[config.mk]
export PLATFORM = sky130hd
export DESIGN_NAME = chiplet_phy_tx
export DESIGN_NICKNAME = d
export VERILOG_FILES = /design/src/phy_pkg.sv /design/src/wrap_enc_8b_10b_if.sv /design/src/enc_8b10b.sv /design/src/tx_flit_framer.sv /design/src/wrap_enc_8b_10b.sv /design/src/tx_symbol_serializer.sv /design/src/chiplet_phy_tx.sv
export SDC_FILE = /design/constraint.sdc
export NUM_CORES = 1
export LEC_CHECK = 0
export BUFFER_PORTS_ARGS = -buffer_cell sky130_fd_sc_hd__buf_2
export CORE_MARGIN = 4
export CORE_UTILIZATION = 42
export CTS_CLUSTER_DIAMETER = 120
export DETAILED_ROUTE_END_ITERATION = 10
export GPL_TIMING_DRIVEN = 1
export SLEW_MARGIN = 40
export SYNTH_ARGS = -nofsm -noshare
export SYNTH_HDL_FRONTEND = slang
export SYNTH_SLANG_ARGS = --single-unit
[constraint.sdc]
create_clock -name CLK -period 4.6 [get_ports CLK]
set_input_delay 0.46 -clock CLK [delete_from_list [all_inputs] [get_ports CLK]]
set_output_delay 0.46 -clock CLK [all_outputs]
set_load 0.005 [all_outputs]
[src/phy_pkg.sv]
package phy_pkg;

    // flit geometry
    localparam int BYTES_PER_FLIT = 5;
    localparam int FLIT_W         = 8 * BYTES_PER_FLIT;
    localparam int SYM_W          = 10;
    localparam int ENC_FLIT_W     = SYM_W * BYTES_PER_FLIT;

    // encoded byte 3 rides along as metadata in two-symbol control words
    localparam int META_BYTE      = 3;

    // request kind, anything above DATA_SEL is a no-op
    typedef enum logic [3:0] {
        START_PACKET_SEL   = 4'd0,
        END_PACKET_SEL     = 4'd1,
        RESEND_PACKET0_SEL = 4'd2,
        RESEND_PACKET1_SEL = 4'd3,
        RESEND_PACKET2_SEL = 4'd4,
        RESEND_PACKET3_SEL = 4'd5,
        ACK_SEL            = 4'd6,
        NACK_SEL           = 4'd7,
        DATA_SEL           = 4'd8
    } comma_sel_t;

    // number of symbols the serializer sends for one word
    typedef enum logic [1:0] {
        SELECT_COMMA_1_FLIT = 2'd0,
        SELECT_COMMA_2_FLIT = 2'd1,
        SELECT_COMMA_DATA   = 2'd2
    } comma_length_sel_t;

    // K28.x symbols, negative disparity, bit a in the msb
    typedef enum logic [9:0] {
        // K28.1
        START_COMMA          = 10'b001111_1001,
        // K28.5
        END_COMMA            = 10'b001111_1010,
        // K28.0
        RESEND_PACKET0_COMMA = 10'b001111_0100,
        // K28.2
        RESEND_PACKET1_COMMA = 10'b001111_0101,
        // K28.3
        RESEND_PACKET2_COMMA = 10'b001111_0011,
        // K28.4
        RESEND_PACKET3_COMMA = 10'b001111_0010,
        // K28.6
        ACK_COMMA            = 10'b001111_0110,
        // K28.7
        NACK_COMMA           = 10'b001111_1000
    } comma_t;

    // one 50-bit word, either five data symbols or a control word
    typedef union packed {
        // sym[4] is the msb symbol and goes out first
        logic [BYTES_PER_FLIT-1:0][SYM_W-1:0] sym;
        struct packed {
            comma_t                          comma;
            // lines up with sym[META_BYTE]
            logic [SYM_W-1:0]                meta_data;
            logic [ENC_FLIT_W-2*SYM_W-1:0]   pad;
        } ctrl;
    } flit_enc_t;

endpackage

[src/wrap_enc_8b_10b_if.sv]
`timescale 1ns/1ns

interface wrap_enc_8b_10b_if import phy_pkg::*; ();

    // framer to encoder
    logic              start;
    logic [FLIT_W-1:0] flit;
    comma_sel_t        comma_sel;

    // encoder to serializer
    logic              start_out;
    flit_enc_t         flit_out;
    comma_length_sel_t comma_length_sel_out;

    modport framer (
        output start,
        output flit,
        output comma_sel
    );

    modport enc (
        input  start,
        input  flit,
        input  comma_sel,
        output start_out,
        output flit_out,
        output comma_length_sel_out
    );

    // start is only looked at for the ready level
    modport ser (
        input  start,
        input  start_out,
        input  flit_out,
        input  comma_length_sel_out
    );

endinterface

[src/enc_8b10b.sv]
`timescale 1ns/1ns

module enc_8b10b (
    input  logic [7:0] data_in,
    output logic [9:0] data_out
);

    // EDCBA part
    logic [4:0] x5;
    // HGF part
    logic [2:0] y3;
    // abcdei, a in the msb
    logic [5:0] code6;
    // fghj, f in the msb
    logic [3:0] code4;
    // disparity after the 6b sub-block
    logic       rd_pos;
    logic       use_alt7;

    assign x5 = data_in[4:0];
    assign y3 = data_in[7:5];

    // 5b/6b, column for negative running disparity
    always_comb begin
        case (x5)
            5'd0:    code6 = 6'b100111;
            5'd1:    code6 = 6'b011101;
            5'd2:    code6 = 6'b101101;
            5'd3:    code6 = 6'b110001;
            5'd4:    code6 = 6'b110101;
            5'd5:    code6 = 6'b101001;
            5'd6:    code6 = 6'b011001;
            5'd7:    code6 = 6'b111000;
            5'd8:    code6 = 6'b111001;
            5'd9:    code6 = 6'b100101;
            5'd10:   code6 = 6'b010101;
            5'd11:   code6 = 6'b110100;
            5'd12:   code6 = 6'b001101;
            5'd13:   code6 = 6'b101100;
            5'd14:   code6 = 6'b011100;
            5'd15:   code6 = 6'b010111;
            5'd16:   code6 = 6'b011011;
            5'd17:   code6 = 6'b100011;
            5'd18:   code6 = 6'b010011;
            5'd19:   code6 = 6'b110010;
            5'd20:   code6 = 6'b001011;
            5'd21:   code6 = 6'b101010;
            5'd22:   code6 = 6'b011010;
            5'd23:   code6 = 6'b111010;
            5'd24:   code6 = 6'b110011;
            5'd25:   code6 = 6'b100110;
            5'd26:   code6 = 6'b010110;
            5'd27:   code6 = 6'b110110;
            5'd28:   code6 = 6'b001110;
            5'd29:   code6 = 6'b101110;
            5'd30:   code6 = 6'b011110;
            default: code6 = 6'b101011;
        endcase
    end

    // an unbalanced 6b code here always has four ones, so rd goes positive
    assign rd_pos = ($countones(code6) > 3);

    // D.x.A7 keeps a run of five equal bits from looking like a comma
    assign use_alt7 = rd_pos ? (x5 == 5'd11 || x5 == 5'd13 || x5 == 5'd14)
                             : (x5 == 5'd17 || x5 == 5'd18 || x5 == 5'd20);

    // 3b/4b, column picked by the disparity left by the 6b code
    always_comb begin
        case (y3)
            3'd0:    code4 = rd_pos ? 4'b0100 : 4'b1011;
            3'd1:    code4 = 4'b1001;
            3'd2:    code4 = 4'b0101;
            3'd3:    code4 = rd_pos ? 4'b0011 : 4'b1100;
            3'd4:    code4 = rd_pos ? 4'b0010 : 4'b1101;
            3'd5:    code4 = 4'b1010;
            3'd6:    code4 = 4'b0110;
            default: begin
                if (use_alt7) begin
                    code4 = rd_pos ? 4'b1000 : 4'b0111;
                end else begin
                    code4 = rd_pos ? 4'b0001 : 4'b1110;
                end
            end
        endcase
    end

    // abcdei fghj, a goes on the line first
    assign data_out = {code6, code4};

endmodule

[src/tx_flit_framer.sv]
`timescale 1ns/1ns

module tx_flit_framer import phy_pkg::*; (
    input  logic                CLK,
    input  logic                nRST,
    input  logic                req_start,
    input  logic [3:0]          req_sel,
    input  logic [FLIT_W-1:0]   req_flit,
    input  logic                ready,
    output logic                overrun,
    wrap_enc_8b_10b_if.framer   fr_if
);

    logic accept;
    logic dropped;

    // ready alone decides, no other qualifier
    assign accept  = req_start & ready;
    // strobe while busy is lost
    assign dropped = req_start & ~ready;

    // start pulse, one cycle after the accepting edge
    always_ff @(posedge CLK, negedge nRST) begin
        if (!nRST) begin
            fr_if.start <= 1'b0;
        end else begin
            fr_if.start <= accept;
        end
    end

    // overrun sticks until the next reset
    always_ff @(posedge CLK, negedge nRST) begin
        if (!nRST) begin
            overrun <= 1'b0;
        end else if (dropped) begin
            overrun <= 1'b1;
        end
    end

    // request payload
    always_ff @(posedge CLK) begin
        if (accept) begin
            fr_if.flit      <= req_flit;
            // undefined codes pass through and become a no-op downstream
            fr_if.comma_sel <= comma_sel_t'(req_sel);
        end
    end

endmodule

[src/wrap_enc_8b_10b.sv]
`timescale 1ns/1ns

module wrap_enc_8b_10b import phy_pkg::*; (
    input  logic           CLK,
    input  logic           nRST,
    wrap_enc_8b_10b_if.enc enc_if
);

    // per-byte encoder outputs
    logic [SYM_W-1:0]  byte_sym [BYTES_PER_FLIT];
    // all five bytes encoded, byte 4 on top
    flit_enc_t         flit_norm;
    flit_enc_t         n_flit;
    comma_length_sel_t n_len;

    // comma, metadata symbol, then an all-ones pad
    function automatic flit_enc_t two_sym_word(input comma_t c, input logic [SYM_W-1:0] meta);
        flit_enc_t w;
        w.ctrl.comma     = c;
        w.ctrl.meta_data = meta;
        w.ctrl.pad       = '1;
        return w;
    endfunction

    for (genvar i = 0; i < BYTES_PER_FLIT; i++) begin : g_byte_enc
        enc_8b10b i_enc_8b10b (
            .data_in  (enc_if.flit[8*i +: 8]),
            .data_out (byte_sym[i])
        );
    end

    always_comb begin
        for (int i = 0; i < BYTES_PER_FLIT; i++) begin
            flit_norm.sym[i] = byte_sym[i];
        end
    end

    // comma word selection
    always_comb begin
        // no-op: all zero, one symbol
        n_flit = '0;
        n_len  = SELECT_COMMA_1_FLIT;
        case (enc_if.comma_sel)
            START_PACKET_SEL:   n_flit = {START_COMMA, {FLIT_W{1'b1}}};
            END_PACKET_SEL:     n_flit = {END_COMMA, {FLIT_W{1'b1}}};
            RESEND_PACKET0_SEL: n_flit = two_sym_word(RESEND_PACKET0_COMMA, flit_norm.ctrl.meta_data);
            RESEND_PACKET1_SEL: n_flit = two_sym_word(RESEND_PACKET1_COMMA, flit_norm.ctrl.meta_data);
            RESEND_PACKET2_SEL: n_flit = two_sym_word(RESEND_PACKET2_COMMA, flit_norm.ctrl.meta_data);
            RESEND_PACKET3_SEL: n_flit = two_sym_word(RESEND_PACKET3_COMMA, flit_norm.ctrl.meta_data);
            ACK_SEL:            n_flit = two_sym_word(ACK_COMMA, flit_norm.ctrl.meta_data);
            NACK_SEL:           n_flit = two_sym_word(NACK_COMMA, flit_norm.ctrl.meta_data);
            DATA_SEL:           n_flit = flit_norm;
            default:            n_flit = '0;
        endcase
        // length follows the kind of word
        case (enc_if.comma_sel)
            RESEND_PACKET0_SEL, RESEND_PACKET1_SEL, RESEND_PACKET2_SEL,
            RESEND_PACKET3_SEL, ACK_SEL, NACK_SEL: n_len = SELECT_COMMA_2_FLIT;
            DATA_SEL:                              n_len = SELECT_COMMA_DATA;
            default:                               n_len = SELECT_COMMA_1_FLIT;
        endcase
    end

    // start_out trails start by one cycle
    always_ff @(posedge CLK, negedge nRST) begin
        if (!nRST) begin
            enc_if.start_out            <= 1'b0;
            enc_if.comma_length_sel_out <= SELECT_COMMA_1_FLIT;
        end else begin
            enc_if.start_out <= enc_if.start;
            if (enc_if.start) begin
                enc_if.comma_length_sel_out <= n_len;
            end
        end
    end

    always_ff @(posedge CLK) begin
        if (enc_if.start) begin
            enc_if.flit_out <= n_flit;
        end
    end

endmodule

[src/tx_symbol_serializer.sv]
`timescale 1ns/1ns

module tx_symbol_serializer import phy_pkg::*; (
    input  logic              CLK,
    input  logic              nRST,
    wrap_enc_8b_10b_if.ser    ser_if,
    output logic              ready,
    output logic [SYM_W-1:0]  sym,
    output logic              sym_valid,
    output logic              sym_first
);

    // holding slot, one word deep
    logic                  slot_full;
    flit_enc_t             slot_word;
    comma_length_sel_t     slot_len;

    // shifter, msb symbol on the line
    logic [ENC_FLIT_W-1:0] shift_q;
    // symbols still to send, 0 means idle
    logic [2:0]            cnt;
    logic                  first_q;

    logic                  can_load;
    logic                  load;
    logic                  slot_take;
    flit_enc_t             src_word;
    comma_length_sel_t     src_len;

    function automatic logic [2:0] sym_count(input comma_length_sel_t len);
        case (len)
            SELECT_COMMA_2_FLIT: return 3'd2;
            SELECT_COMMA_DATA:   return 3'(BYTES_PER_FLIT);
            default:             return 3'd1;
        endcase
    endfunction

    // shifter idle or on its last symbol
    assign can_load = (cnt <= 3'd1);
    assign load     = can_load & (slot_full | ser_if.start_out);

    // slot holds the older item, so it goes first
    assign src_word = slot_full ? slot_word : ser_if.flit_out;
    assign src_len  = slot_full ? slot_len : ser_if.comma_length_sel_out;

    // new word parks in the slot unless it went straight to the shifter
    assign slot_take = ser_if.start_out & ~(load & ~slot_full);

    always_ff @(posedge CLK, negedge nRST) begin
        if (!nRST) begin
            slot_full <= 1'b0;
            cnt       <= 3'd0;
            first_q   <= 1'b0;
        end else begin
            if (slot_take) begin
                slot_full <= 1'b1;
            end else if (load) begin
                slot_full <= 1'b0;
            end
            if (load) begin
                cnt <= sym_count(src_len);
            end else if (cnt != 3'd0) begin
                cnt <= cnt - 3'd1;
            end
            // first symbol shows the cycle after the load
            first_q <= load;
        end
    end

    always_ff @(posedge CLK) begin
        if (slot_take) begin
            slot_word <= ser_if.flit_out;
            slot_len  <= ser_if.comma_length_sel_out;
        end
        if (load) begin
            shift_q <= src_word;
        end else if (cnt != 3'd0) begin
            shift_q <= {shift_q[ENC_FLIT_W-SYM_W-1:0], {SYM_W{1'b0}}};
        end
    end

    assign sym       = shift_q[ENC_FLIT_W-1 -: SYM_W];
    assign sym_valid = (cnt != 3'd0);
    assign sym_first = first_q;

    // nothing parked and nothing on its way in
    assign ready = ~slot_full & ~ser_if.start & ~ser_if.start_out;

endmodule

[src/chiplet_phy_tx.sv]
`timescale 1ns/1ns

module chiplet_phy_tx import phy_pkg::*; (
    input  logic              CLK,
    input  logic              nRST,
    // request side
    input  logic              req_start,
    input  logic [3:0]        req_sel,
    input  logic [FLIT_W-1:0] req_flit,
    output logic              ready,
    output logic              overrun,
    // line side
    output logic [SYM_W-1:0]  sym,
    output logic              sym_valid,
    output logic              sym_first
);

    // framer -> encoder -> serializer
    wrap_enc_8b_10b_if ph_if ();

    // stage 1, request register
    tx_flit_framer i_tx_flit_framer (
        .CLK       (CLK),
        .nRST      (nRST),
        .req_start (req_start),
        .req_sel   (req_sel),
        .req_flit  (req_flit),
        .ready     (ready),
        .overrun   (overrun),
        .fr_if     (ph_if.framer)
    );

    // stage 2, 8b/10b and comma word
    wrap_enc_8b_10b i_wrap_enc_8b_10b (
        .CLK    (CLK),
        .nRST   (nRST),
        .enc_if (ph_if.enc)
    );

    // stage 3, symbols out, ready back to the framer
    tx_symbol_serializer i_tx_symbol_serializer (
        .CLK       (CLK),
        .nRST      (nRST),
        .ser_if    (ph_if.ser),
        .ready     (ready),
        .sym       (sym),
        .sym_valid (sym_valid),
        .sym_first (sym_first)
    );

endmodule

Word level (Yosys, flattened, before mapping):

Memory sizes are Yosys's and may differ from the RTL's. A register that Yosys moved wholly into a read port is not among the register bits.
Cells that the tools add are included.

* bits in registers: 206
* memory bits (read-only): 960
* input bits: 47
* output and inout bits: 14
* logic and storage cells: 219
* memories kept: 5

* add/subtract/negate cells: 26
* magnitude comparators: 6
* equal/unequal tests: 70
* mux-type cells: 56
* bitwise logic cells: 13
* reductions and logical operators: 30

Memories
* (name not given): words 32, width 6, rd ports 1, clocked after Yosys merged registers in 1, write ports 0, line enc_8b10b.sv:25 `case (x5)`
* (name not given): words 32, width 6, rd ports 1, clocked after Yosys merged registers in 1, write ports 0, line enc_8b10b.sv:25
* (name not given): words 32, width 6, rd ports 1, clocked after Yosys merged registers in 1, write ports 0, line enc_8b10b.sv:25
* (name not given): words 32, width 6, rd ports 1, clocked after Yosys merged registers in 1, write ports 0, line enc_8b10b.sv:25
* (name not given): words 32, width 6, rd ports 1, clocked after Yosys merged registers in 1, write ports 0, line enc_8b10b.sv:25

Operators with widths (number)
* $pmux W50 S9: 1
* $add A32 B2 Y32: 10
* $gt A32 B3 Y1 const B: 5
* $mux W50: 3
* $pmux W4 S7: 5
* $mux W4: 30
* $eq A5 B4 Y1 const B: 15
* $eq A5 B5 Y1 const B: 15
* $eq A3 B3 Y1 const B: 15
* $add A1 B1 Y2: 15
* $eq A3 B2 Y1 const B: 10
* $mux W5: 5
* $logic_or A1 B1 Y1: 20
* $eq A4 B3 Y1 const B: 4
* $eq A3 B1 Y1 const B: 5
* $logic_not A3 Y1: 5
* $eq A4 B2 Y1 const B: 2
* $and A1 B1 Y1: 7
* $mux W1: 7
* $mux W3: 2
* $pmux W3 S2: 1
* $reduce_or A6 Y1: 1
* $not A1 Y1: 5
* $eq A4 B1 Y1 const B: 1
* 11 further kinds: 12

Longest topological paths before layout:

Gate-level depths: netlist of the first run.

* depth in word-level cells: 8
* depth in mapped cells: 15
* mapped depth without buffers: 10

Modules after synthesis:

Synthesis of the first run repeated with hierarchy kept, for this count alone.

* cell total of the unflattened synthesis: 896
* area total of the unflattened synthesis: 11414.7 um2

Modules (own cells, without submodules)
* tx_symbol_serializer: instances 1, cells each 258, area each 4787.1 um2, sequential area each 3188.1 um2
* wrap_enc_8b_10b: instances 1, cells each 186, area each 2245.9 um2, sequential area each 1576.5 um2
* enc_8b10b at i_wrap_enc_8b_10b.g_byte_enc[2].i_enc_8b10b ...: instances 3, cells each 78, area each 583.1 um2, sequential area each 0.0 um2
* tx_flit_framer: instances 1, cells each 49, area each 1390.1 um2, sequential area each 1371.3 um2
* enc_8b10b at i_wrap_enc_8b_10b.g_byte_enc[1].i_enc_8b10b: instances 1, cells each 93, area each 663.1 um2, sequential area each 0.0 um2
* enc_8b10b at i_wrap_enc_8b_10b.g_byte_enc[0].i_enc_8b10b: instances 1, cells each 76, area each 579.3 um2, sequential area each 0.0 um2

Least setup slack after synthesis of the first run:

No wires, ideal clock.

* path type: register -> register
* from: register i_tx_flit_framer.fr_if.start
* to: register i_wrap_enc_8b_10b.g_byte_enc[0].i_enc_8b10b.code6[0] (netlist name)
* library setup time: 0.086 ns
* arrival: 3.782 ns
* data required time: 4.514 ns
* path slack: 0.732 ns
* stages on the path, launching flop included: 15
* buffers on the path: 4
* period minus slack after synthesis: 3.868 ns
* cell sequence: dfrtp_1 > or4b_4 > buf_6 > clkinv_4 > buf_6 > buf_6 > buf_4 > nand2_1 > and2_1 > inv_1 > ha_1 > inv_1 > a211oi_1 > a2111oi_0 > a211oi_1

* cells in the longest elaborated chain, start to end: 5

Ends and longest elaborated chain
* from (decl): line wrap_enc_8b_10b_if.sv:16 `output start,`
* from (signal assigned): line tx_flit_framer.sv:27 `fr_if.start <= accept;`
* $not A1 Y1: line tx_symbol_serializer.sv:87 `assign ready = ~slot_full & ~ser_if.start & ~ser_if.start_out;`
* $and A1 B1 Y1 (2 in a row): line tx_symbol_serializer.sv:87
* $and A1 B1 Y1: line tx_flit_framer.sv:18 `assign accept = req_start & ready;`
* net i_tx_flit_framer.accept: line tx_flit_framer.sv:14 `logic accept;`
* $mux W5 (no line)

The timed path passes the listed nets, and every way through them passes these cells.
A chain may end at the register's enable or synchronous reset.

Worst setup path after layout of the first run:

* from: register i_wrap_enc_8b_10b.enc_if.start_out
* to: register i_wrap_enc_8b_10b.g_byte_enc[3].i_enc_8b10b.code6[0] (netlist name)

* cells in the longest elaborated chain, start to end: 4

Ends and longest elaborated chain
* from (decl): line wrap_enc_8b_10b_if.sv:25 `output start_out,`
* from (signal assigned): line wrap_enc_8b_10b.sv:70 `enc_if.start_out <= enc_if.start;`
* $not A1 Y1: line tx_symbol_serializer.sv:87
* $and A1 B1 Y1: line tx_symbol_serializer.sv:87
* $and A1 B1 Y1: line tx_flit_framer.sv:18
* $mux W5 (no line)

Every way passes these cells.

==> results by group, run 1 <==
Status
  • Result of the run: complete, no violations

Timing
  • Count of final hold-check violations: 0
  • Headroom to the max-slew limit: 49.53%
  • Setup slack after layout: 1.163 ns
  • Transition time at the pin with the least slew margin: 0.7571 ns
  • Final worst path period share: 74.72%
  • F_max: 0.2910 GHz
  • Fin Clk Skew: 0.02179 ns
  • Max-slew violation total from the final report: 0
  • Min Clock Period, post-route: 3.437 ns
  • RSZ-0062 raised after global routing: false
  • Setup TNS: 0 ns
  • Count of endpoints failing setup in the final report: 0

Power and ir drop
  • Clock network power share: 22.8%
  • Internal Pwr Total: 6.047 mW
  • Leakage component of the power: 5.270 nW
  • Net switching power of the design: 3.427 mW
  • Switch share: 36.17%
  • Total chip power: 9.474 mW
  • Worst IR drop on VDD: 402.9 uV
  • Power density cells: 700.3 mW/mm^2
  • Sequential fraction of design power: 38.4%
  • Relative contribution of combinational cells to total power: 38.8%

Setup path
  • Crit-path slowest cell: sky130_fd_sc_hd__or4b_4
  • Number of buffers and inverters on the critical path: 3
  • Worst reg2reg path endpoint: i_wrap_enc_8b_10b.g_byte_enc[3].i_enc_8b10b.code6[0]
  • Arrival time worst endpoint: 3.83 ns
  • Series of cell instances along the critical path: or4b_4 -> clkinv_4 -> buf_4 -> mux2i_1 -> inv_1 -> ha_1 -> and2_1 -> o32ai_1 -> nor3_1
  • Crit-path leading delay family: simple AND/OR/NAND/NOR gates
  • Flop2flop setup slack: 1.16 ns
  • Reg2reg path depth: 9
  • CP max stage delay: 0.71 ns
  • Type of destination of the critical path: flop
  • Sort of element at the start of the critical path: flop
  • Max FO, Critical Path: 36
  • Reg-to-Reg Start: i_wrap_enc_8b_10b.enc_if.start_out
  • Category of the most critical setup path: reg2reg
  • Required time of the critical path: 4.99 ns

Clock network
  • Clock slew at the register clock pins of the worst setup and hold paths: 0.06 ns
  • Clock net sink count: 236
  • Cell at the root of the clock tree: sky130_fd_sc_hd__clkbuf_16
  • Max Root-Sink Buffers: 3
  • Clock tree from TritonCTS: yes
  • Number of buffers added by the clock tree synthesis step: 26
  • Setup Buffers After CTS: 0
  • Clock latency on the worst-skew pair: 0.53 ns
  • # H-tree levels: 1

Place
  • Post-DP HPWL: 17.02 mm
  • Buffers on Ports: 60
  • Routability Congestion: 0.8578
  • Worst setup slack after placement: 1.103 ns
  • # placed instances: 1437
  • Post-DP Area: 0.01262 mm^2

Drt
  • Iteration count of the initial detailed-routing pass: 5
  • DR WL/cell: 16.53 um
  • Routed vias: 7957
  • Total Wirelength: 24.56 mm
  • DRC Markers: 0
  • DR iter-0 viols: 585
  • Routed Antenna Nets: 0
  • Via density: 5.355

Yosys
  • #FFs+latches synth: 236
  • Mean cell area of the mapped netlist: 11.55 um^2
  • Count of flip-flops with a built-in enable after synthesis: 196
  • Main flop type after synthesis: sky130_fd_sc_hd__edfxtp_1
  • Synthesized Nets: 1145
  • Post-Syn Instances: 1045
  • Share of synthesized registers carrying an async set or reset: 4.237%
  • Warning count from the yosys run: 0
  • Count of different cell masters after synthesis: 71
  • Total standard cell area after synthesis: 0.01207 mm^2
  • Post-synthesis sequential area ratio: 55.83%

Final layout
  • Synthesis-to-finish area growth: 12.12%
  • # diodes: 0
  • Fin area: 0.01353 mm^2
  • Share of final-layout standard cells stronger than drive strength 1: 12.82%
  • Non-filler instance count after layout: 1486
  • Number of inserted filler cells in the final layout: 2551
  • Total Nets Final: 1188

Floorplan
  • I/O pin count: 61
  • Number of rows in the core area: 61
  • Chip width: 177.5 um
  • Placeable Area: 0.02809 mm^2
  • Initial cell density of the core: 42.96%
  • Area of the die: 0.03151 mm^2
  • Die H: 177.5 um

Global routing
  • GR Util All Layers: 15.59%
  • Wire length of the first global-routing pass: 40.28 mm
  • Number of antenna violations at the first check in global routing: 0
  • GRT Residual Overflow: 0
  • Number of global-route vias before repair: 7498
  • Largest net degree at the start of global routing: 95

Flow run
  • MaxCap Viol Count: 0

Worst hold path
  • Worst hold start: req_flit[31]
  • Hold path endpoint: i_tx_flit_framer.fr_if.flit[31]
  • Worst Hold Depth: 1
  • Hold/Removal Path Class: in2reg
cell usage after synthesis, drive strengths merged (3+ instances only):
library cell	n	area, um^2
nor3b	9	67.56
nor4b	3	26.28
nor3	18	90.09
xor2	6	52.55
nand2b	7	43.79
o21ai	112	560.5
o211ai	10	75.07
and2	5	31.28
nand2	124	465.5
and4b	3	30.03
a32oi	6	52.55
or3	3	18.77
inv	51	191.4
clkbuf	32	120.1
nor2	47	176.4
edfxtp	196	5886
a221oi	4	35.03
mux2	16	195.2
ha	48	600.6
dfxtp	30	600.6
a21o	9	67.56
xnor2	15	131.4
o21bai	4	30.03
o41ai	5	43.79
buf	25	198.9
a21oi	39	195.2
and3	8	50.05
dfrtp	10	250.2
a31oi	12	75.07
mux2i	97	974.7
o32ai	4	35.03
a311oi	9	78.83
or2	3	18.77
nand3	26	130.1
o22ai	5	31.28
fa	5	100.1
a32o	5	50.05
sequential cells by signal (all words and copies together) (netlist names), 2 cells and up:
name,count
i_tx_symbol_serializer.slot_len,2
i_wrap_enc_8b_10b.g_byte_enc.i_enc_8b10b.code6,30
i_wrap_enc_8b_10b.enc_if.flit_out,50
i_wrap_enc_8b_10b.enc_if.comma_length_sel_out,2
i_tx_symbol_serializer.slot_word,50
i_tx_flit_framer.fr_if.comma_sel,4
i_tx_symbol_serializer.cnt,3
i_tx_flit_framer.fr_if.flit,40
i_tx_symbol_serializer.shift_q,50
layer usage:
| layer | global-route usage, % | up-vias | wire length (um) | share of wire [%] |
|---|---|---|---|---|
| li1 | - | 3962 | - | - |
| met1 | 24.22 | 3794 | 12560 | 51 |
| met2 | 23.06 | 170 | 10580 | 43 |
| met3 | 2.066 | 31 | 909 | 3.7 |
| met4 | 3.932 | 0 | 510 | 2.1 |
| met5 | 0 | - | 0 | 0 |
through the flow:
step | utilization (%) | hold WS (ns)
floorplan | - | 0.1644
global route | 48.17 | 0.08299
global placement | 44.91 | 0.3324
finish | 48.17 | 0.1076
CTS | 48.16 | 0.08183
detailed placement | 44.93 | 0.3361
worst register-to-register path: stages (launching register included):
cell                       delay (ns)
sky130_fd_sc_hd__dfrtp_1         0.42
sky130_fd_sc_hd__or4b_4          0.71
sky130_fd_sc_hd__clkinv_4        0.35
sky130_fd_sc_hd__buf_4           0.37
sky130_fd_sc_hd__mux2i_1         0.44
sky130_fd_sc_hd__inv_1           0.15
sky130_fd_sc_hd__ha_1            0.31
sky130_fd_sc_hd__and2_1          0.18
sky130_fd_sc_hd__o32ai_1         0.27
sky130_fd_sc_hd__nor3_1          0.10
what timing repair did:
item                                   CTS  global route
resized for setup                        0             0
endpoints found under the hold margin   10             0
hold buffers                             1             0
power groups by stage:
stage | registers (mW) | logic (mW) | clock network, mW
after floorplan | 3.59 | 2.90 | 0
after global placement | 3.67 | 3.65 | 0
after detailed placement | 3.69 | 3.70 | 0
after CTS | 3.64 | 3.71 | 2.22
after global routing | 3.71 | 4.18 | 2.31
final | 3.64 | 3.67 | 2.16
layout make-up:
cell class / count / area, um^2 / share of cell area (%)
Tap cell: 378 / 473.0 / 3.496
Multi-Input combinational cell: 699 / 4816 / 35.60
Inverter: 53 / 203.9 / 1.507
Timing Repair Buffer: 72 / 400.4 / 2.959
Clock buffer: 33 / 676.9 / 5.003
Sequential cell: 236 / 6739 / 49.81
Clock inverter: 15 / 220.2 / 1.628
cell usage in the layout (no fill, tap or decap), drive strengths merged, types with 4 or more instances in the layout:
cell type  count
a31oi         12
o211ai        10
xnor2         15
o32ai          4
and3           8
mux2i         97
o22ai          5
dfrtp         10
a221oi         4
nor3b          9
fa             5
a21oi         39
nand3         26
o21ai        112
edfxtp       196
a32o           5
clkinv         9
clkbuf        33
and2           5
buf           71
bufinv         5
inv           53
a32oi          6
ha            48
nand2b         7
o41ai          5
xor2           6
dfxtp         30
mux2          16
a311oi         9
nor3          18
o21bai         4
nand2        124
nor2          47
a21o           9
worst max-delay path by stage:
stage | start | end | cells past startpoint
after global routing | i_wrap_enc_8b_10b.enc_if.start_out | i_wrap_enc_8b_10b.g_byte_enc[3].i_enc_8b10b.code6[0] | 9
after detailed placement | req_start | i_wrap_enc_8b_10b.g_byte_enc[3].i_enc_8b10b.code6[0] | 10
final | i_wrap_enc_8b_10b.enc_if.start_out | i_wrap_enc_8b_10b.g_byte_enc[3].i_enc_8b10b.code6[0] | 9
after global placement | req_start | i_wrap_enc_8b_10b.g_byte_enc[3].i_enc_8b10b.code6[0] | 10
after floorplan | i_tx_flit_framer.fr_if.start | i_wrap_enc_8b_10b.g_byte_enc[0].i_enc_8b10b.code6[0] | 14
after CTS | i_wrap_enc_8b_10b.enc_if.start_out | i_wrap_enc_8b_10b.g_byte_enc[3].i_enc_8b10b.code6[0] | 9
kinds of logic after synthesis:
family	synth area share [%]
simple gates	10.15
compound gates	12.58
flops	55.83
mux	9.695
buf+inv	4.334
fa+ha+maj	5.890
xor+xnor	1.524
No activity file was read; power rests on OpenSTA's default activity.
==> run 2, diff against run 1 <==
--- a/config.mk
+++ b/config.mk
@@ -5,6 +5,7 @@
 export SDC_FILE = /design/constraint.sdc
 export NUM_CORES = 1
 export LEC_CHECK = 0
+export ABC_AREA = 1
 export BUFFER_PORTS_ARGS = -buffer_cell sky130_fd_sc_hd__buf_2
 export CORE_MARGIN = 4
 export CORE_UTILIZATION = 42
==> constraint.sdc (replaced) <==
create_clock -name CLK -period 2.9 [get_ports CLK]
set_input_delay 0.29 -clock CLK [delete_from_list [all_inputs] [get_ports CLK]]
set_output_delay 0.29 -clock CLK [all_outputs]
set_load 0.005 [all_outputs]
==> run 2 against run 1 <==
  * Combinational power is 82% higher
  * First-iteration DRC count is 16% higher
  * Total power is 69% higher
  * Global-route usage is 0.95 points higher
  * Count of clock-buffer cells in the layout is 3 lower
  * Final cell count is 28% higher
  * Maximum frequency is 41% higher
  * Clock skew is 0.0048 ns lower
  * Routed wire length is 6.1% higher
  * Critical path depth is 6 higher
  * Worst hold slack better by 0.094 ns
  * Largest cell class unchanged
  * Largest power group unchanged
==> results by group, run 2 <==
Status
  • Result of the run: complete, no violations

Yosys
  • Count of flip-flops with a built-in enable after synthesis: 196
  • Count of different cell masters after synthesis: 39
  • Post-synthesis sequential area ratio: 54.63%
  • Most used standard cell by instance count after synthesis: sky130_fd_sc_hd__nand2_1
  • Main flop type after synthesis: sky130_fd_sc_hd__edfxtp_1
  • Post-synth top cells: 474 x sky130_fd_sc_hd__nand2_1, 196 x sky130_fd_sc_hd__edfxtp_1, 155 x sky130_fd_sc_hd__inv_1, 123 x sky130_fd_sc_hd__nand3_1, 91 x sky130_fd_sc_hd__nor2_1
  • Warning count from the yosys run: 0
  • Mean cell area of the mapped netlist: 8.865 um^2
  • Synthesized Nets: 1491
  • #FFs+latches synth: 236
  • Share of Yosys cell area claimed by the top area cell type: 47.73%
  • Post-Syn Instances: 1391
  • Synth area leaders: sky130_fd_sc_hd__edfxtp_1 48%, sky130_fd_sc_hd__nand2_1 14%, sky130_fd_sc_hd__nand3_1 5.0%
  • Share of synthesized registers carrying an async set or reset: 4.237%
  • Cell accounting for the most synthesized area: sky130_fd_sc_hd__edfxtp_1
  • Total standard cell area after synthesis: 0.01233 mm^2

Timing
  • Setup slack after layout: 0.4685 ns
  • Final worst path period share: 83.84%
  • F_max: 0.4113 GHz
  • Count of endpoints failing setup in the final report: 0
  • RSZ-0062 raised after global routing: false
  • Setup TNS: 0 ns
  • Headroom to the max-slew limit: 52.47%
  • Count of final hold-check violations: 0
  • Min Clock Period, post-route: 2.431 ns
  • Fin Clk Skew: 0.01699 ns
  • Transition time at the pin with the least slew margin: 0.7130 ns
  • Max-slew violation total from the final report: 0

Setup path
  • Flop2flop setup slack: 0.47 ns
  • Reg2reg path depth: 15
  • Logic depth of the worst setup path including buffers: 15
  • Number of buffers and inverters on the critical path: 3
  • Crit-path leading delay family: adder cells
  • Required time of the critical path: 3.17 ns
  • Category of the most critical setup path: reg2reg
  • CP max stage delay: 0.47 ns
  • Max FO, Critical Path: 6
  • Reg-to-Reg Start: i_wrap_enc_8b_10b.g_byte_enc[2].i_enc_8b10b.code6[0]
  • Sort of element at the start of the critical path: flop
  • Worst reg2reg path endpoint: i_wrap_enc_8b_10b.enc_if.flit_out[23]
  • Arrival time worst endpoint: 2.70 ns
  • Crit-path slowest cell: sky130_fd_sc_hd__fa_1
  • Type of destination of the critical path: flop
  • Dominant cell type by count on the critical path: sky130_fd_sc_hd__nand2_1
  • Series of cell instances along the critical path: ha_1 -> inv_1 -> fa_1 -> inv_1 -> ha_1 -> nand2_1 -> nand2_1 -> nand2_1 -> nand2_1 -> inv_1 -> nand3_1 -> nand2_1 -> nand2_1 -> nand3_1 -> nand2_1

Place
  • Buffers on Ports: 60
  • Routability Congestion: 0.8733
  • Post-DP HPWL: 18.41 mm
  • Worst setup slack after placement: 0.4540 ns

Clock network
  • Clock latency on the worst-skew pair: 0.54 ns
  • # H-tree levels: 1
  • Setup Buffers After CTS: 0
  • Cell at the root of the clock tree: sky130_fd_sc_hd__clkbuf_16
  • Max Root-Sink Buffers: 3
  • Clock tree from TritonCTS: yes
  • Clock slew at the register clock pins of the worst setup and hold paths: 0.06 ns
  • Number of buffers added by the clock tree synthesis step: 26
  • Clock net sink count: 236

Global routing
  • Number of global-route vias before repair: 8870
  • Wire length of the first global-routing pass: 43.71 mm
  • GR Util All Layers: 16.54%
  • Number of antenna violations at the first check in global routing: 0
  • Largest net degree at the start of global routing: 56
  • GRT Residual Overflow: 0

Power and ir drop
  • Net switching power of the design: 6.299 mW
  • Power density cells: 1109 mW/mm^2
  • Sequential fraction of design power: 36.1%
  • Clock network power share: 22.0%
  • Switch share: 39.39%
  • Internal Pwr Total: 9.692 mW
  • Total chip power: 15.99 mW
  • Worst IR drop on VDD: 589.8 uV
  • Leakage component of the power: 6.476 nW
  • Relative contribution of combinational cells to total power: 41.8%

Worst hold path
  • Hold/Removal Path Class: in2async

Floorplan
  • Initial cell density of the core: 42.73%
  • Area of the die: 0.03217 mm^2
  • Die H: 179.4 um
  • Placeable Area: 0.02886 mm^2
  • I/O pin count: 61
  • Number of rows in the core area: 62
  • Chip width: 179.4 um

Drt
  • Via density: 4.877
  • Total Wirelength: 26.06 mm
  • Routed Antenna Nets: 0
  • Iteration count of the initial detailed-routing pass: 5
  • DR iter-0 viols: 676
  • DRC Markers: 0
  • Routed vias: 9277
  • DR WL/cell: 13.70 um

Final layout
  • Biggest registers after layout: i_tx_symbol_serializer.shift_q (50), i_tx_symbol_serializer.slot_word (50), i_wrap_enc_8b_10b.enc_if.flit_out (50)
  • Total Nets Final: 1599
  • Most common cell after layout, fill and taps aside: sky130_fd_sc_hd__nand2_1
  • Synthesis-to-finish area growth: 16.88%
  • Commonest cells after routing, fill and taps aside: 474 x sky130_fd_sc_hd__nand2_1, 196 x sky130_fd_sc_hd__edfxtp_1, 154 x sky130_fd_sc_hd__inv_1, 122 x sky130_fd_sc_hd__nand3_1, 90 x sky130_fd_sc_hd__nor2_1
  • Share of final-layout standard cells stronger than drive strength 1: 11.33%
  • # diodes: 0

Flow run
  • MaxCap Viol Count: 0
[run 2: cell count changes after synthesis, moves of 14 or more]
cell | before | now
sky130_fd_sc_hd__nand4_1 | 0 | 17
sky130_fd_sc_hd__xnor2_1 | 15 | 0
sky130_fd_sc_hd__nand3_1 | 26 | 123
sky130_fd_sc_hd__nand2_1 | 124 | 474
sky130_fd_sc_hd__mux2i_1 | 96 | 0
sky130_fd_sc_hd__inv_1 | 51 | 155
sky130_fd_sc_hd__o21ai_0 | 110 | 42
sky130_fd_sc_hd__nand2_2 | 0 | 14
sky130_fd_sc_hd__nor2_1 | 47 | 91
sky130_fd_sc_hd__a31oi_1 | 12 | 43
[run 2: worst register-to-register path, cell delays in order, from the launching register on]
cell and delay [ns]:
sky130_fd_sc_hd__dfxtp_1 0.31, sky130_fd_sc_hd__ha_1 0.27, sky130_fd_sc_hd__inv_1 0.04, sky130_fd_sc_hd__fa_1 0.47, sky130_fd_sc_hd__inv_1 0.04, sky130_fd_sc_hd__ha_1 0.26, sky130_fd_sc_hd__nand2_1 0.06, sky130_fd_sc_hd__nand2_1 0.05
sky130_fd_sc_hd__nand2_1 0.09, sky130_fd_sc_hd__nand2_1 0.14, sky130_fd_sc_hd__inv_1 0.10, sky130_fd_sc_hd__nand3_1 0.11, sky130_fd_sc_hd__nand2_1 0.08, sky130_fd_sc_hd__nand2_1 0.05, sky130_fd_sc_hd__nand3_1 0.07, sky130_fd_sc_hd__nand2_1 0.05
[run 2: layout make-up]
type	count	area, um^2
Clock inverter	17	251.5
Inverter	168	633.1
Multi-Input combinational cell	942	4722
Sequential cell	236	6738
Timing Repair Buffer	125	913.4
Clock buffer	30	675.6
Fill cell	2743	14440
Tap cell	384	480.5
[run 2: logic make-up after synthesis]
family | count (synthesis) | synth area share, %
buf+inv | 213 | 7.183
compound gates | 139 | 6.595
simple gates | 749 | 25.84
xor+xnor | 1 | 0.07104
fa+ha+maj | 53 | 5.682
flops | 236 | 54.63
[run 2: layer usage]
| metal | track usage, % | share of wire (%) | up-vias | routed length [um] |
|---|---|---|---|---|
| met5 | 0 | 0 | - | 0 |
| met4 | 3.142 | 1.4 | 0 | 356 |
| met1 | 24.14 | 49 | 4247 | 12670 |
| met2 | 26.78 | 46 | 184 | 11880 |
| met3 | 2.308 | 4.4 | 28 | 1152 |
| li1 | - | - | 4818 | - |
[run 2: worst max-delay path by stage]
| stage | from | endpoint | slack, ns |
|---|---|---|---|
| after floorplan | i_tx_flit_framer.fr_if.start | i_wrap_enc_8b_10b.g_byte_enc[0].i_enc_8b10b.code6[0] | 0.07 |
| after global placement | i_wrap_enc_8b_10b.g_byte_enc[2].i_enc_8b10b.code6[0] | i_wrap_enc_8b_10b.enc_if.flit_out[21] | 0.50 |
| after detailed placement | i_wrap_enc_8b_10b.g_byte_enc[2].i_enc_8b10b.code6[0] | i_wrap_enc_8b_10b.enc_if.flit_out[21] | 0.45 |
| after CTS | i_wrap_enc_8b_10b.g_byte_enc[2].i_enc_8b10b.code6[0] | i_wrap_enc_8b_10b.enc_if.flit_out[21] | 0.45 |
| after global routing | i_wrap_enc_8b_10b.g_byte_enc[2].i_enc_8b10b.code6[0] | i_wrap_enc_8b_10b.enc_if.flit_out[21] | 0.22 |
| final | i_wrap_enc_8b_10b.g_byte_enc[2].i_enc_8b10b.code6[0] | i_wrap_enc_8b_10b.enc_if.flit_out[23] | 0.47 |
[run 2: timing repair]
item / in CTS / in global routing
hold buffers: 45 / 0
resized for setup: 0 / 0
endpoints found under the hold margin: 54 / 0
[run 2: metrics by stage]
step / std cells / area, um^2 / util, % / hold slack [ns]
floorplan: 1391 / 12340 / - / -0.005591
global placement: 1810 / 13040 / 45.17 / 0.2021
detailed placement: 1810 / 13040 / 45.17 / 0.2074
CTS: 1902 / 14410 / 49.95 / 0.1732
global route: 1902 / 14410 / 49.95 / 0.2116
finish: 1902 / 14410 / 49.95 / 0.2017
[run 2: power by group through the flow]
stage | clock (mW) | sequential (mW) | combinational, mW
2_1_floorplan | 0 | 5.74 | 5.15
3_3_place_gp | 0 | 5.83 | 6.58
3_5_place_dp | 0 | 5.86 | 6.70
4_1_cts | 3.62 | 5.79 | 6.77
5_1_grt | 3.76 | 5.91 | 7.87
6_report | 3.52 | 5.78 | 6.69
